[src/hdl/mipsIsaPkg.sv]
package mipsIsaPkg;

	typedef enum logic [5:0] {
		OP_SPECIAL = 6'b000000,
		OP_REGIMM  = 6'b000001,
		OP_J       = 6'b000010,
		OP_JAL     = 6'b000011,
		OP_BEQ     = 6'b000100,
		OP_BNE     = 6'b000101,
		OP_BLEZ    = 6'b000110,
		OP_BGTZ    = 6'b000111,
		OP_ADDI    = 6'b001000,
		OP_ADDIU   = 6'b001001,
		OP_SLTI    = 6'b001010,
		OP_SLTIU   = 6'b001011,
		OP_ANDI    = 6'b001100,
		OP_ORI     = 6'b001101,
		OP_XORI    = 6'b001110,
		OP_LUI     = 6'b001111,
		OP_LB      = 6'b100000,
		OP_LH      = 6'b100001,
		OP_LW      = 6'b100011,
		OP_LBU     = 6'b100100,
		OP_LHU     = 6'b100101,
		OP_SB      = 6'b101000,
		OP_SH      = 6'b101001,
		OP_SW      = 6'b101011
	} opcode_t;

	typedef enum logic [5:0] {
		FN_SLL     = 6'b000000,
		FN_SRL     = 6'b000010,
		FN_SRA     = 6'b000011,
		FN_SLLV    = 6'b000100,
		FN_SRLV    = 6'b000110,
		FN_SRAV    = 6'b000111,
		FN_JR      = 6'b001000,
		FN_JALR    = 6'b001001,
		FN_SYSCALL = 6'b001100,
		FN_BREAK   = 6'b001101,
		FN_MFHI    = 6'b010000,
		FN_MTHI    = 6'b010001,
		FN_MFLO    = 6'b010010,
		FN_MTLO    = 6'b010011,
		FN_MULT    = 6'b011000,
		FN_MULTU   = 6'b011001,
		FN_DIV     = 6'b011010,
		FN_DIVU    = 6'b011011,
		FN_ADD     = 6'b100000,
		FN_ADDU    = 6'b100001,
		FN_SUB     = 6'b100010,
		FN_SUBU    = 6'b100011,
		FN_AND     = 6'b100100,
		FN_OR      = 6'b100101,
		FN_XOR     = 6'b100110,
		FN_NOR     = 6'b100111,
		FN_SLT     = 6'b101010,
		FN_SLTU    = 6'b101011
	} funct_t;

	// rt field codes under OP_REGIMM
	typedef enum logic [4:0] {
		RT_BLTZ    = 5'b00000,
		RT_BGEZ    = 5'b00001,
		RT_BLTZAL  = 5'b10000,
		RT_BGEZAL  = 5'b10001
	} regimm_t;

	typedef struct packed {
		logic [5:0] op;
		logic [4:0] rs;
		logic [4:0] rt;
		logic [4:0] rd;
		logic [4:0] shamt;
		logic [5:0] funct;
	} instrFields_t;

	typedef enum logic [4:0] {
		EXC_NONE = 5'd0,
		EXC_SYS  = 5'd8,
		EXC_BP   = 5'd9,
		EXC_RI   = 5'd10
	} excCode_t;

	localparam logic [4:0] LINK_REG = 5'd31; // Return address register

endpackage

[src/hdl/decodeCtrlPkg.sv]
package decodeCtrlPkg;

	typedef enum logic [4:0] {
		ALU_ADD, ALU_ADDU, ALU_SUB, ALU_SUBU,
		ALU_AND, ALU_OR, ALU_XOR, ALU_NOR,
		ALU_SLL, ALU_SRL, ALU_SRA,
		ALU_SLT, ALU_SLTU, ALU_LUI,
		ALU_NONE
	} aluOp_t;

	typedef enum logic [1:0] {EXT_ZERO, EXT_SIGN, EXT_UPPER} extOp_t;

	typedef enum logic [2:0] {
		HILO_NONE, HILO_MULT, HILO_MULTU, HILO_DIV, HILO_DIVU, HILO_MTHI, HILO_MTLO
	} hiLoOp_t;

	typedef enum logic [1:0] {MEM_BYTE, MEM_HALF, MEM_WORD} memSize_t;

	typedef enum logic [1:0] {NPC_SEQ, NPC_BRANCH, NPC_JUMP, NPC_JREG} npcOp_t;

	typedef enum logic [1:0] {DST_RT, DST_RD, DST_LINK} regDst_t;

	typedef enum logic [2:0] {WB_ALU, WB_HI, WB_LO, WB_LINK, WB_MEM} wbSrc_t;

	// Sign of rs as seen by the compare unit
	typedef enum logic [1:0] {
		SIGN_ZERO = 2'b00,
		SIGN_POS  = 2'b01,
		SIGN_NEG  = 2'b10
	} sign_t;

	typedef struct packed {
		logic  neq; // rs != rt
		sign_t sign;
	} cmpFlags_t;

	typedef struct packed {
		aluOp_t  aluOp;
		extOp_t  extOp;
		logic    shamtSel; // Shift amount from instr
		hiLoOp_t hiLoOp;
	} aluCtrl_t;

	typedef struct packed {
		logic     read;
		logic     write;
		memSize_t size;
		logic     isSigned;
	} memCtrl_t;

	typedef struct packed {
		logic   isBranch;
		npcOp_t npcOp;
	} branchCtrl_t;

	typedef struct packed {
		logic    regWrite;
		regDst_t regDst;
		wbSrc_t  wbSrc;
	} wbCtrl_t;

	typedef struct packed {
		logic                 valid;
		mipsIsaPkg::excCode_t code;
	} excInfo_t;

	typedef struct packed {
		aluCtrl_t    alu;
		memCtrl_t    mem;
		branchCtrl_t branch;
		wbCtrl_t     wb;
		excInfo_t    exc;
	} decodeCtrl_t;

endpackage

[src/hdl/aluDecoder.sv]
`timescale 1ns/100ps

module aluDecoder (
	input  mipsIsaPkg::instrFields_t instr,
	output decodeCtrlPkg::aluCtrl_t  aluCtrl
);

	logic isSpecial;

	assign isSpecial = instr.op == mipsIsaPkg::OP_SPECIAL;

	always_comb begin
		aluCtrl.aluOp = decodeCtrlPkg::ALU_NONE;
		aluCtrl.hiLoOp = decodeCtrlPkg::HILO_NONE;
		case (instr.op)
			mipsIsaPkg::OP_SPECIAL: begin
				case (instr.funct)
					mipsIsaPkg::FN_ADD: aluCtrl.aluOp = decodeCtrlPkg::ALU_ADD;
					mipsIsaPkg::FN_ADDU: aluCtrl.aluOp = decodeCtrlPkg::ALU_ADDU;
					mipsIsaPkg::FN_SUB: aluCtrl.aluOp = decodeCtrlPkg::ALU_SUB;
					mipsIsaPkg::FN_SUBU: aluCtrl.aluOp = decodeCtrlPkg::ALU_SUBU;
					mipsIsaPkg::FN_AND: aluCtrl.aluOp = decodeCtrlPkg::ALU_AND;
					mipsIsaPkg::FN_OR: aluCtrl.aluOp = decodeCtrlPkg::ALU_OR;
					mipsIsaPkg::FN_XOR: aluCtrl.aluOp = decodeCtrlPkg::ALU_XOR;
					mipsIsaPkg::FN_NOR: aluCtrl.aluOp = decodeCtrlPkg::ALU_NOR;
					mipsIsaPkg::FN_SLL, mipsIsaPkg::FN_SLLV: aluCtrl.aluOp = decodeCtrlPkg::ALU_SLL;
					mipsIsaPkg::FN_SRL, mipsIsaPkg::FN_SRLV: aluCtrl.aluOp = decodeCtrlPkg::ALU_SRL;
					mipsIsaPkg::FN_SRA, mipsIsaPkg::FN_SRAV: aluCtrl.aluOp = decodeCtrlPkg::ALU_SRA;
					mipsIsaPkg::FN_SLT: aluCtrl.aluOp = decodeCtrlPkg::ALU_SLT;
					mipsIsaPkg::FN_SLTU: aluCtrl.aluOp = decodeCtrlPkg::ALU_SLTU;
					mipsIsaPkg::FN_MULT: aluCtrl.hiLoOp = decodeCtrlPkg::HILO_MULT;
					mipsIsaPkg::FN_MULTU: aluCtrl.hiLoOp = decodeCtrlPkg::HILO_MULTU;
					mipsIsaPkg::FN_DIV: aluCtrl.hiLoOp = decodeCtrlPkg::HILO_DIV;
					mipsIsaPkg::FN_DIVU: aluCtrl.hiLoOp = decodeCtrlPkg::HILO_DIVU;
					mipsIsaPkg::FN_MTHI: aluCtrl.hiLoOp = decodeCtrlPkg::HILO_MTHI;
					mipsIsaPkg::FN_MTLO: aluCtrl.hiLoOp = decodeCtrlPkg::HILO_MTLO;
					default: ;
				endcase
			end
			mipsIsaPkg::OP_ADDI: aluCtrl.aluOp = decodeCtrlPkg::ALU_ADD;
			mipsIsaPkg::OP_ADDIU: aluCtrl.aluOp = decodeCtrlPkg::ALU_ADDU;
			mipsIsaPkg::OP_SLTI: aluCtrl.aluOp = decodeCtrlPkg::ALU_SLT;
			mipsIsaPkg::OP_SLTIU: aluCtrl.aluOp = decodeCtrlPkg::ALU_SLTU;
			mipsIsaPkg::OP_ANDI: aluCtrl.aluOp = decodeCtrlPkg::ALU_AND;
			mipsIsaPkg::OP_ORI: aluCtrl.aluOp = decodeCtrlPkg::ALU_OR;
			mipsIsaPkg::OP_XORI: aluCtrl.aluOp = decodeCtrlPkg::ALU_XOR;
			mipsIsaPkg::OP_LUI: aluCtrl.aluOp = decodeCtrlPkg::ALU_LUI;
			mipsIsaPkg::OP_LB, mipsIsaPkg::OP_LBU, mipsIsaPkg::OP_LH, mipsIsaPkg::OP_LHU,
			mipsIsaPkg::OP_LW, mipsIsaPkg::OP_SB, mipsIsaPkg::OP_SH, mipsIsaPkg::OP_SW:
				aluCtrl.aluOp = decodeCtrlPkg::ALU_ADD; // Address = base + offset
			default: ;
		endcase
	end

	always_comb begin
		case (instr.op)
			mipsIsaPkg::OP_ANDI, mipsIsaPkg::OP_ORI, mipsIsaPkg::OP_XORI:
				aluCtrl.extOp = decodeCtrlPkg::EXT_ZERO; // Logic immediates
			mipsIsaPkg::OP_LUI: aluCtrl.extOp = decodeCtrlPkg::EXT_UPPER;
			default: aluCtrl.extOp = decodeCtrlPkg::EXT_SIGN;
		endcase
	end

	// Constant shifts take shamt, the variable forms take rs
	assign aluCtrl.shamtSel = isSpecial && (instr.funct == mipsIsaPkg::FN_SLL
		|| instr.funct == mipsIsaPkg::FN_SRL || instr.funct == mipsIsaPkg::FN_SRA);

endmodule

[src/hdl/memDecoder.sv]
`timescale 1ns/100ps

module memDecoder (
	input  mipsIsaPkg::instrFields_t instr,
	output decodeCtrlPkg::memCtrl_t  memCtrl
);

	assign memCtrl.read = instr.op inside {mipsIsaPkg::OP_LB, mipsIsaPkg::OP_LBU,
		mipsIsaPkg::OP_LH, mipsIsaPkg::OP_LHU, mipsIsaPkg::OP_LW};
	assign memCtrl.write = instr.op inside {mipsIsaPkg::OP_SB, mipsIsaPkg::OP_SH,
		mipsIsaPkg::OP_SW};
	assign memCtrl.isSigned = instr.op == mipsIsaPkg::OP_LB || instr.op == mipsIsaPkg::OP_LH;

	always_comb begin
		case (instr.op)
			mipsIsaPkg::OP_LH, mipsIsaPkg::OP_LHU, mipsIsaPkg::OP_SH:
				memCtrl.size = decodeCtrlPkg::MEM_HALF;
			mipsIsaPkg::OP_LW, mipsIsaPkg::OP_SW:
				memCtrl.size = decodeCtrlPkg::MEM_WORD;
			default: memCtrl.size = decodeCtrlPkg::MEM_BYTE; // Also LB, LBU, SB
		endcase
	end

endmodule

[src/hdl/branchResolver.sv]
`timescale 1ns/100ps

module branchResolver (
	input  mipsIsaPkg::instrFields_t   instr,
	input  decodeCtrlPkg::cmpFlags_t   cmp,
	output decodeCtrlPkg::branchCtrl_t branchCtrl
);

	logic isNeg;
	logic isPos;

	assign isNeg = cmp.sign == decodeCtrlPkg::SIGN_NEG;
	assign isPos = cmp.sign == decodeCtrlPkg::SIGN_POS;

	always_comb begin
		branchCtrl.isBranch = 1'b0;
		branchCtrl.npcOp = decodeCtrlPkg::NPC_SEQ; // Not taken falls through
		case (instr.op)
			mipsIsaPkg::OP_BEQ: begin
				branchCtrl.isBranch = 1'b1;
				if (!cmp.neq) branchCtrl.npcOp = decodeCtrlPkg::NPC_BRANCH;
			end
			mipsIsaPkg::OP_BNE: begin
				branchCtrl.isBranch = 1'b1;
				if (cmp.neq) branchCtrl.npcOp = decodeCtrlPkg::NPC_BRANCH;
			end
			mipsIsaPkg::OP_BLEZ: begin
				branchCtrl.isBranch = 1'b1;
				if (!isPos) branchCtrl.npcOp = decodeCtrlPkg::NPC_BRANCH;
			end
			mipsIsaPkg::OP_BGTZ: begin
				branchCtrl.isBranch = 1'b1;
				if (isPos) branchCtrl.npcOp = decodeCtrlPkg::NPC_BRANCH;
			end
			mipsIsaPkg::OP_REGIMM: begin
				case (instr.rt)
					mipsIsaPkg::RT_BLTZ, mipsIsaPkg::RT_BLTZAL: begin
						branchCtrl.isBranch = 1'b1;
						if (isNeg) branchCtrl.npcOp = decodeCtrlPkg::NPC_BRANCH;
					end
					mipsIsaPkg::RT_BGEZ, mipsIsaPkg::RT_BGEZAL: begin
						branchCtrl.isBranch = 1'b1;
						if (!isNeg) branchCtrl.npcOp = decodeCtrlPkg::NPC_BRANCH;
					end
					default: ; // Traps and likely forms not handled
				endcase
			end
			mipsIsaPkg::OP_J, mipsIsaPkg::OP_JAL: begin
				branchCtrl.isBranch = 1'b1;
				branchCtrl.npcOp = decodeCtrlPkg::NPC_JUMP;
			end
			mipsIsaPkg::OP_SPECIAL: begin
				if (instr.funct == mipsIsaPkg::FN_JR || instr.funct == mipsIsaPkg::FN_JALR) begin
					branchCtrl.isBranch = 1'b1;
					branchCtrl.npcOp = decodeCtrlPkg::NPC_JREG; // Target from rs
				end
			end
			default: ;
		endcase
	end

endmodule

[src/hdl/writebackDecoder.sv]
`timescale 1ns/100ps

module writebackDecoder (
	input  mipsIsaPkg::instrFields_t instr,
	output decodeCtrlPkg::wbCtrl_t   wbCtrl
);

	always_comb begin
		wbCtrl.regWrite = 1'b0;
		wbCtrl.regDst = decodeCtrlPkg::DST_RT;
		wbCtrl.wbSrc = decodeCtrlPkg::WB_ALU;
		case (instr.op)
			mipsIsaPkg::OP_SPECIAL: begin
				wbCtrl.regDst = decodeCtrlPkg::DST_RD;
				case (instr.funct)
					mipsIsaPkg::FN_ADD, mipsIsaPkg::FN_ADDU, mipsIsaPkg::FN_SUB,
					mipsIsaPkg::FN_SUBU, mipsIsaPkg::FN_AND, mipsIsaPkg::FN_OR,
					mipsIsaPkg::FN_XOR, mipsIsaPkg::FN_NOR, mipsIsaPkg::FN_SLT,
					mipsIsaPkg::FN_SLTU, mipsIsaPkg::FN_SLL, mipsIsaPkg::FN_SRL,
					mipsIsaPkg::FN_SRA, mipsIsaPkg::FN_SLLV, mipsIsaPkg::FN_SRLV,
					mipsIsaPkg::FN_SRAV: wbCtrl.regWrite = 1'b1;
					mipsIsaPkg::FN_MFHI: begin
						wbCtrl.regWrite = 1'b1;
						wbCtrl.wbSrc = decodeCtrlPkg::WB_HI;
					end
					mipsIsaPkg::FN_MFLO: begin
						wbCtrl.regWrite = 1'b1;
						wbCtrl.wbSrc = decodeCtrlPkg::WB_LO;
					end
					mipsIsaPkg::FN_JALR: begin
						wbCtrl.regWrite = 1'b1; // Link into rd
						wbCtrl.wbSrc = decodeCtrlPkg::WB_LINK;
					end
					default: ;
				endcase
			end
			mipsIsaPkg::OP_ADDI, mipsIsaPkg::OP_ADDIU, mipsIsaPkg::OP_SLTI,
			mipsIsaPkg::OP_SLTIU, mipsIsaPkg::OP_ANDI, mipsIsaPkg::OP_ORI,
			mipsIsaPkg::OP_XORI, mipsIsaPkg::OP_LUI: wbCtrl.regWrite = 1'b1;
			mipsIsaPkg::OP_LB, mipsIsaPkg::OP_LBU, mipsIsaPkg::OP_LH,
			mipsIsaPkg::OP_LHU, mipsIsaPkg::OP_LW: begin
				wbCtrl.regWrite = 1'b1;
				wbCtrl.wbSrc = decodeCtrlPkg::WB_MEM;
			end
			mipsIsaPkg::OP_JAL: begin
				wbCtrl.regWrite = 1'b1;
				wbCtrl.regDst = decodeCtrlPkg::DST_LINK;
				wbCtrl.wbSrc = decodeCtrlPkg::WB_LINK;
			end
			mipsIsaPkg::OP_REGIMM: begin
				if (instr.rt == mipsIsaPkg::RT_BLTZAL || instr.rt == mipsIsaPkg::RT_BGEZAL) begin
					wbCtrl.regWrite = 1'b1; // Links whether taken or not
					wbCtrl.regDst = decodeCtrlPkg::DST_LINK;
					wbCtrl.wbSrc = decodeCtrlPkg::WB_LINK;
				end
			end
			default: ;
		endcase
	end

endmodule

[src/hdl/exceptionDecoder.sv]
`timescale 1ns/100ps

module exceptionDecoder (
	input  mipsIsaPkg::instrFields_t instr,
	input  logic                     ifFlush,
	input  decodeCtrlPkg::excInfo_t  upExc,
	input  logic                     known,
	output decodeCtrlPkg::excInfo_t  exc
);

	logic isSpecial;
	logic isBreak;
	logic isSyscall;

	assign isSpecial = instr.op == mipsIsaPkg::OP_SPECIAL;
	assign isBreak = isSpecial && instr.funct == mipsIsaPkg::FN_BREAK;
	assign isSyscall = isSpecial && instr.funct == mipsIsaPkg::FN_SYSCALL;

	always_comb begin
		if (upExc.valid) begin
			exc = upExc; // Fetch side fault wins
		end else if (!known && !isBreak && !isSyscall && !ifFlush) begin
			exc = '{valid: 1'b1, code: mipsIsaPkg::EXC_RI};
		end else if (isBreak) begin
			exc = '{valid: 1'b1, code: mipsIsaPkg::EXC_BP};
		end else if (isSyscall) begin
			exc = '{valid: 1'b1, code: mipsIsaPkg::EXC_SYS};
		end else begin
			exc = '{valid: 1'b0, code: mipsIsaPkg::EXC_NONE};
		end
	end

endmodule

[src/hdl/decodeStage.sv]
`timescale 1ns/100ps

module decodeStage (
	input  logic                        clk,
	input  logic                        rst,
	input  logic                        req,
	output logic                        ack,
	input  mipsIsaPkg::instrFields_t    instr,
	input  decodeCtrlPkg::cmpFlags_t    cmp,
	input  logic                        ifFlush,
	input  decodeCtrlPkg::excInfo_t     upExc,
	output decodeCtrlPkg::decodeCtrl_t  ctrl
);

	decodeCtrlPkg::aluCtrl_t    aluCtrl;
	decodeCtrlPkg::memCtrl_t    memCtrl;
	decodeCtrlPkg::branchCtrl_t branchCtrl;
	decodeCtrlPkg::wbCtrl_t     wbCtrl;
	decodeCtrlPkg::excInfo_t    exc;
	logic                       known;
	logic                       capture;

	aluDecoder aluDecoder_i (.instr(instr), .aluCtrl(aluCtrl));
	memDecoder memDecoder_i (.instr(instr), .memCtrl(memCtrl));
	branchResolver branchResolver_i (.instr(instr), .cmp(cmp), .branchCtrl(branchCtrl));
	writebackDecoder writebackDecoder_i (.instr(instr), .wbCtrl(wbCtrl));

	// Any decoder claiming the word makes it a legal instruction
	assign known = wbCtrl.regWrite | memCtrl.read | memCtrl.write
		| (aluCtrl.hiLoOp != decodeCtrlPkg::HILO_NONE) | branchCtrl.isBranch;

	exceptionDecoder exceptionDecoder_i (
		.instr(instr),
		.ifFlush(ifFlush),
		.upExc(upExc),
		.known(known),
		.exc(exc)
	);

	assign capture = req && !ack; // Phase 1 of the handshake

	always_ff @(posedge clk) begin
		if (!rst) begin
			ack <= 1'b0;
			ctrl <= '0; // No writes, sequential PC, no exception
		end else begin
			if (capture) begin
				ack <= 1'b1;
				ctrl <= '{alu: aluCtrl, mem: memCtrl, branch: branchCtrl, wb: wbCtrl, exc: exc};
			end else if (!req && ack) begin
				ack <= 1'b0; // ctrl holds until next capture
			end
		end
	end

endmodule

[config.mk]
export PLATFORM = sky130hd
export DESIGN_NAME = decodeStage
export DESIGN_NICKNAME = d
export VERILOG_FILES = /design/src/hdl/mipsIsaPkg.sv /design/src/hdl/decodeCtrlPkg.sv /design/src/hdl/aluDecoder.sv /design/src/hdl/memDecoder.sv /design/src/hdl/branchResolver.sv /design/src/hdl/writebackDecoder.sv /design/src/hdl/exceptionDecoder.sv /design/src/hdl/decodeStage.sv
export SDC_FILE = /design/constraint.sdc
export NUM_CORES = 1
export LEC_CHECK = 0
export ABC_AREA = 1
export BUFFER_PORTS_ARGS = -buffer_cell sky130_fd_sc_hd__buf_2
export CELL_PAD_IN_SITES_DETAIL_PLACEMENT = 2
export CELL_PAD_IN_SITES_GLOBAL_PLACEMENT = 2
export CORE_MARGIN = 1.5
export CORE_UTILIZATION = 26
export DETAILED_ROUTE_END_ITERATION = 10
export PLACE_DENSITY = 0.85
export SLEW_MARGIN = 40
export SYNTH_ARGS = -nofsm -noshare
export SYNTH_HDL_FRONTEND = slang
export SYNTH_SLANG_ARGS = --single-unit
[constraint.sdc]
create_clock -name clk -period 3.2 [get_ports clk]
set_clock_uncertainty 0.1 [all_clocks]
set_input_delay 0.16 -clock clk [delete_from_list [all_inputs] [get_ports clk]]
set_output_delay 0.16 -clock clk [all_outputs]
set_load 0.02 [all_outputs]
---- After elaboration in Yosys (flattened, before gate mapping) ----
Index checks and enable logic that the tools add are counted.
word-level totals
  register bits after elaboration ......... 32
  input bits .............................. 45
  output and inout port bits .............. 32
  logic and storage cells ................. 141
cells by class
  equal/unequal tests ..................... 55
  mux-type cells .......................... 27
  bitwise gates (word level) .............. 4
  reductions and logical operators ........ 39
operators by type and width
  cell                                                  count
  equality test 6 bit (second input constant)           18
  equality test 6 x 4 -> 1 bit (second input constant)  12
  one-hot mux 4 bit (13 select lines)                   1
  equality test 6 x 5 -> 1 bit (second input constant)  8
  one-hot mux 5 bit (9 select lines)                    1
  equality test 6 x 3 -> 1 bit (second input constant)  7
  two-way mux 6 bit                                     5
  equality test 6 x 2 -> 1 bit (second input constant)  4
  one-hot mux 3 bit (7 select lines)                    1
  OR reduction 19 bit                                   1
  one-hot mux 3 bit (6 select lines)                    1
  OR reduction 14 bit                                   1
  OR reduction 2 bit                                    7
  logical NOT 6 bit                                     2
  one-hot mux 2 bit (3 select lines)                    2
  one-hot mux 3 bit (4 select lines)                    1
  equality test 5 bit (second input constant)           2
  two-way mux 1 bit                                     9
  OR reduction 9 bit                                    1
  logical AND 1 bit                                     8
  one-hot mux 2 bit (2 select lines)                    2
  equality test 6 x 1 -> 1 bit (second input constant)  1
  logical NOT 1 bit                                     6
  two-way mux 3 bit                                     2
  other kinds (13)                                      22

---- Logic depth before layout (Yosys ltp) ----
  depth after elaboration ................. 14
  gate-level depth with buffers ........... 14
  gate-level depth less buffers ........... 14

---- By module ----
A second synthesis with hierarchy kept.
unflattened totals
  cells, all modules ...................... 402
  area total of the unflattened synthesis .. 2306.0 sq um
by module, submodules not included
  module            instances  cells an instance  area each (sq um)  seq. area each (sq um)
  decodeStage       1          153                1182.4             640.6
  aluDecoder        1          97                 457.9              0.0
  writebackDecoder  1          51                 232.7              0.0
  branchResolver    1          47                 210.2              0.0
  exceptionDecoder  1          34                 140.1              0.0
  memDecoder        1          20                 82.6               0.0

---- Worst setup path before layout ----
Ideal clock, no wire load.
  path type ............................... flip-flop to flip-flop
  from .................................... register ack
  to ...................................... register ctrl[11] (netlist bit)
  setup time .............................. 0.116 ns
  arrival time ............................ 1.276 ns
  required time ........................... 2.984 ns
  setup slack ............................. 1.707 ns
  stages on the path, launching flop included .. 7
  path buffers ............................ 2
  period minus slack after synthesis ...... 1.493 ns
  cell sequence ........................... dfxtp_1 -> inv_1 -> ha_1 -> clkbuf_1 -> buf_2 -> o211ai_1 -> inv_1
between the ends
  longest elaborated chain between the ends .. 2
RTL lines
  element                 line               text
  from (decl)             decodeStage.sv:7   output logic ack,
  from (signal assigned)  decodeStage.sv:44  ack <= 1'b0;
  from (signal assigned)  decodeStage.sv:48  ack <= 1'b1;
  from (signal assigned)  decodeStage.sv:51  ack <= 1'b0;
  logical NOT 1 bit       decodeStage.sv:40  assign capture = req && !ack;
  logical AND 1 bit       decodeStage.sv:40
  named net capture       decodeStage.sv:21  logic capture;
  to (signal assigned)    decodeStage.sv:49  ctrl <= '{alu: aluCtrl, mem: memCtrl, branch: branchCtrl, wb: wbCtrl, exc: exc};
  to (decl)               decodeStage.sv:12  output decodeCtrlPkg::decodeCtrl_t ctrl
The timed path passes the listed nets, and every way through them passes these cells.
A chain may end at the register's enable or synchronous reset.

---- Worst setup path after layout ----
  from .................................... register ack
  to ...................................... register ctrl[9] (netlist bit)
The elaborated chain is that of the path after synthesis.

==> metrics <==
placed cell areas roughly 2300 um2; status completed; count of cell types in the netlist 31; worst vdd ir 0.182 mV; Sinks on Clock Net 31; RSZ-0062 raised after global routing no; drc violations 0; Syn Area/Cell between 6 and 7 um2; Post-synth top flop dfxtp_1; Post-synth ARST share 0%; vias in the first global route about 2.5k; placer's final routability congestion estimate about 0.84; Initial Util 26.9%; Synth Area in Compound Gates 17.2%; port bufs 60; final worst path period need 1.69 ns; DIE AREA 8080 um2; Startpoint Class flop; largest family of logic cells by synthesized area simple AND/OR/NAND/NOR gates; DRT Wirelength about 7500 um; Critical Path AT about 1.8 ns; Synth Register Bits 31; Required @ worst endpoint about 3.3 ns; post-synthesis net count about 360; fin crit share between 50% and 60%; Synth Area in Simple Gates approximately two fifths; cell area after synthesis ~2000 um2; insertion delay to the later sink of the worst-skew pair roughly 0.3 ns; ANT nets after route 0; dpl ws between 1 and 1.5 ns; Root Buffer clkbuf_8; CP Cell Sequence inv_1 -> ha_1 -> inv_1 -> nor2_1 -> a21oi_1 -> nor2_1; Core Area 7290 um2; Overall Global Routing Usage between 10% and 20%; mux contribution to synthesized area 0%; Longest Clk Path Bufs 2; Post-Synth Adder-Cell Area less than 1%; max-slew violation count 0; fraction of layout cells with a size suffix above 1 between 20% and 30%; cts hold-fix bufs 0; ANT cells 0; wire length per cell between 15 and 20 um; H-tree levels 2; normalized max-slew margin between 50 and 60%; Horiz. Die Dim approximately 90 um; Clk pin slew, worst setup/hold paths 0.07 ns; Yosys Warn Count 0; vias per cell approximately 5; post-cts sizing count 0; Max-cap violations 0; worst path bufs/invs 2; Congestion Overflow GR 0; final net count 418; CP max-delay cell inv_1; Area growth syn-to-layout 24.4%; Die Span Y between 80 and 90 um; most frequent cells in the layout nand2_1, buf_2, nor2_1, nand3_1, dfxtp_1; Num CTS Buffers 5; post-synthesis sequential area ratio 31.6%; number of synthesized flops with an enable pin 0; row cnt 31; initial antenna violation count 0; kind of critical path flop to flop; TritonCTS clock tree done; Setup TNS 0 ns; worst min path class input pin to flop; largest net degree at the start of global routing 39; Placed Cells incl. Taps about 460; setup violation total in the final timing report 0; fin worst setup slack between 1.5 and 2 ns; Hold Vio Cnt, Final 0; HPWL after detailed placement 5690 um; Fin Hold WS 0.0316 ns; CP endpoint kind flop; Vias between 2k and 2.5k; Peak Freq about 600 MHz; DRT iter0 DRCs 74; Gate Count Post-Synth around 320; CP peak stage delay a little under 0.5 ns; DR pass1 iterations 4; Top delay family on crit path buffers and inverters; fin cells approximately 470; Post-Synth XOR/XNOR Area less than 1%; IO Count 77; Power Dens Cells between 400 and 500 nW/um2; Worst-Margin Slew ~0.65 ns; Max Fanout on Critical Path 21; most frequent standard cell in the layout excluding fill and tap cells nand2_1; first-pass GRT wire length approximately 13000 um; leakage between 1 and 1.5 nW; post-CTS setup buffers 0; final instance area between 2000 and 2500 um2
-- cell families after synthesis --
kind of cell	count (synthesis)
adder cells (fa/ha/maj)	1
buffers and inverters	46
other	1
flip-flops	31
AND/OR/NAND/NOR	175
XOR/XNOR	1
AO/OA/AOI/OAI	60
-- report_power, final --
part	internal [mW]	switching (mW)	total [mW]
sequential	0.414	0.0158	0.430
clock	0.228	0.161	0.389
combinational	0.0792	0.183	0.263
total	0.722	0.360	1.08
-- final timing paths --
kind / endpoint / slack (ns) / cells past startpoint / from
max: ctrl[9]$_SDFFE_PN0P_ / 1.51 / 6 / ack$_SDFFE_PN0P_
min: ctrl[4]$_SDFFE_PN0P_ / 0.03 / 3 / upExc[4]
max reg2reg: ctrl[9]$_SDFFE_PN0P_ / 1.51 / 6 / ack$_SDFFE_PN0P_
min reg2reg: ctrl[2]$_SDFFE_PN0P_ / 0.36 / 2 / ctrl[2]$_SDFFE_PN0P_
-- metrics by stage --
stage / utilization, % / total power, mW
2_1_floorplan: - / 0.603
6_report: 33.5 / 1.08
3_3_place_gp: 32.1 / 0.687
5_1_grt: 33.5 / 1.13
3_5_place_dp: 32.1 / 0.697
4_1_cts: 33.5 / 1.09
-- final cells by class --
class	count	area, um2
flip-flops and latches	31	621
multi-input cells	238	1150
clock inverters	1	30.0
clock buffers	6	72.6
inverters	35	131
well taps	99	124
repair buffers	61	308
fillers	960	4850
-- layer usage --
layer / global-route usage (%) / up-vias / share of wire [%]
li1: - / 1142 / -
met5: 0 / - / 0
met2: 35.8 / 46 / 51
met1: 22.6 / 1124 / 44
met4: 6.22 / 0 / 1.4
met3: 3.64 / 7 / 3.4
-- state kept, by name, indices dropped and copies added (netlist names) --
name and count:
ctrl 30, ack 1
-- worst register-to-register path, stage by stage, from the launching register on --
cell     delay, ns
dfxtp_1       0.33
inv_1         0.05
ha_1          0.21
inv_1         0.49
nor2_1        0.19
a21oi_1       0.16
nor2_1        0.05
-- Yosys cell counts (4+ instances only) --
| master | count | share of area (%) |
|---|---|---|
| clkbuf_1 | 6 | 1.1 |
| inv_1 | 23 | 4.4 |
| nor2_4 | 4 | 2.3 |
| o21ai_1 | 4 | 1.0 |
| nand4_1 | 5 | 1.6 |
| dfxtp_1 | 31 | 32 |
| o21ai_0 | 15 | 3.8 |
| nor2_1 | 34 | 6.5 |
| a21oi_1 | 30 | 7.7 |
| inv_2 | 11 | 2.1 |
| nor2_2 | 7 | 2.2 |
| nor3_1 | 4 | 1.0 |
| nand3_1 | 33 | 8.4 |
| nand2_1 | 82 | 16 |
No activity file was read; power rests on OpenSTA's default activity.
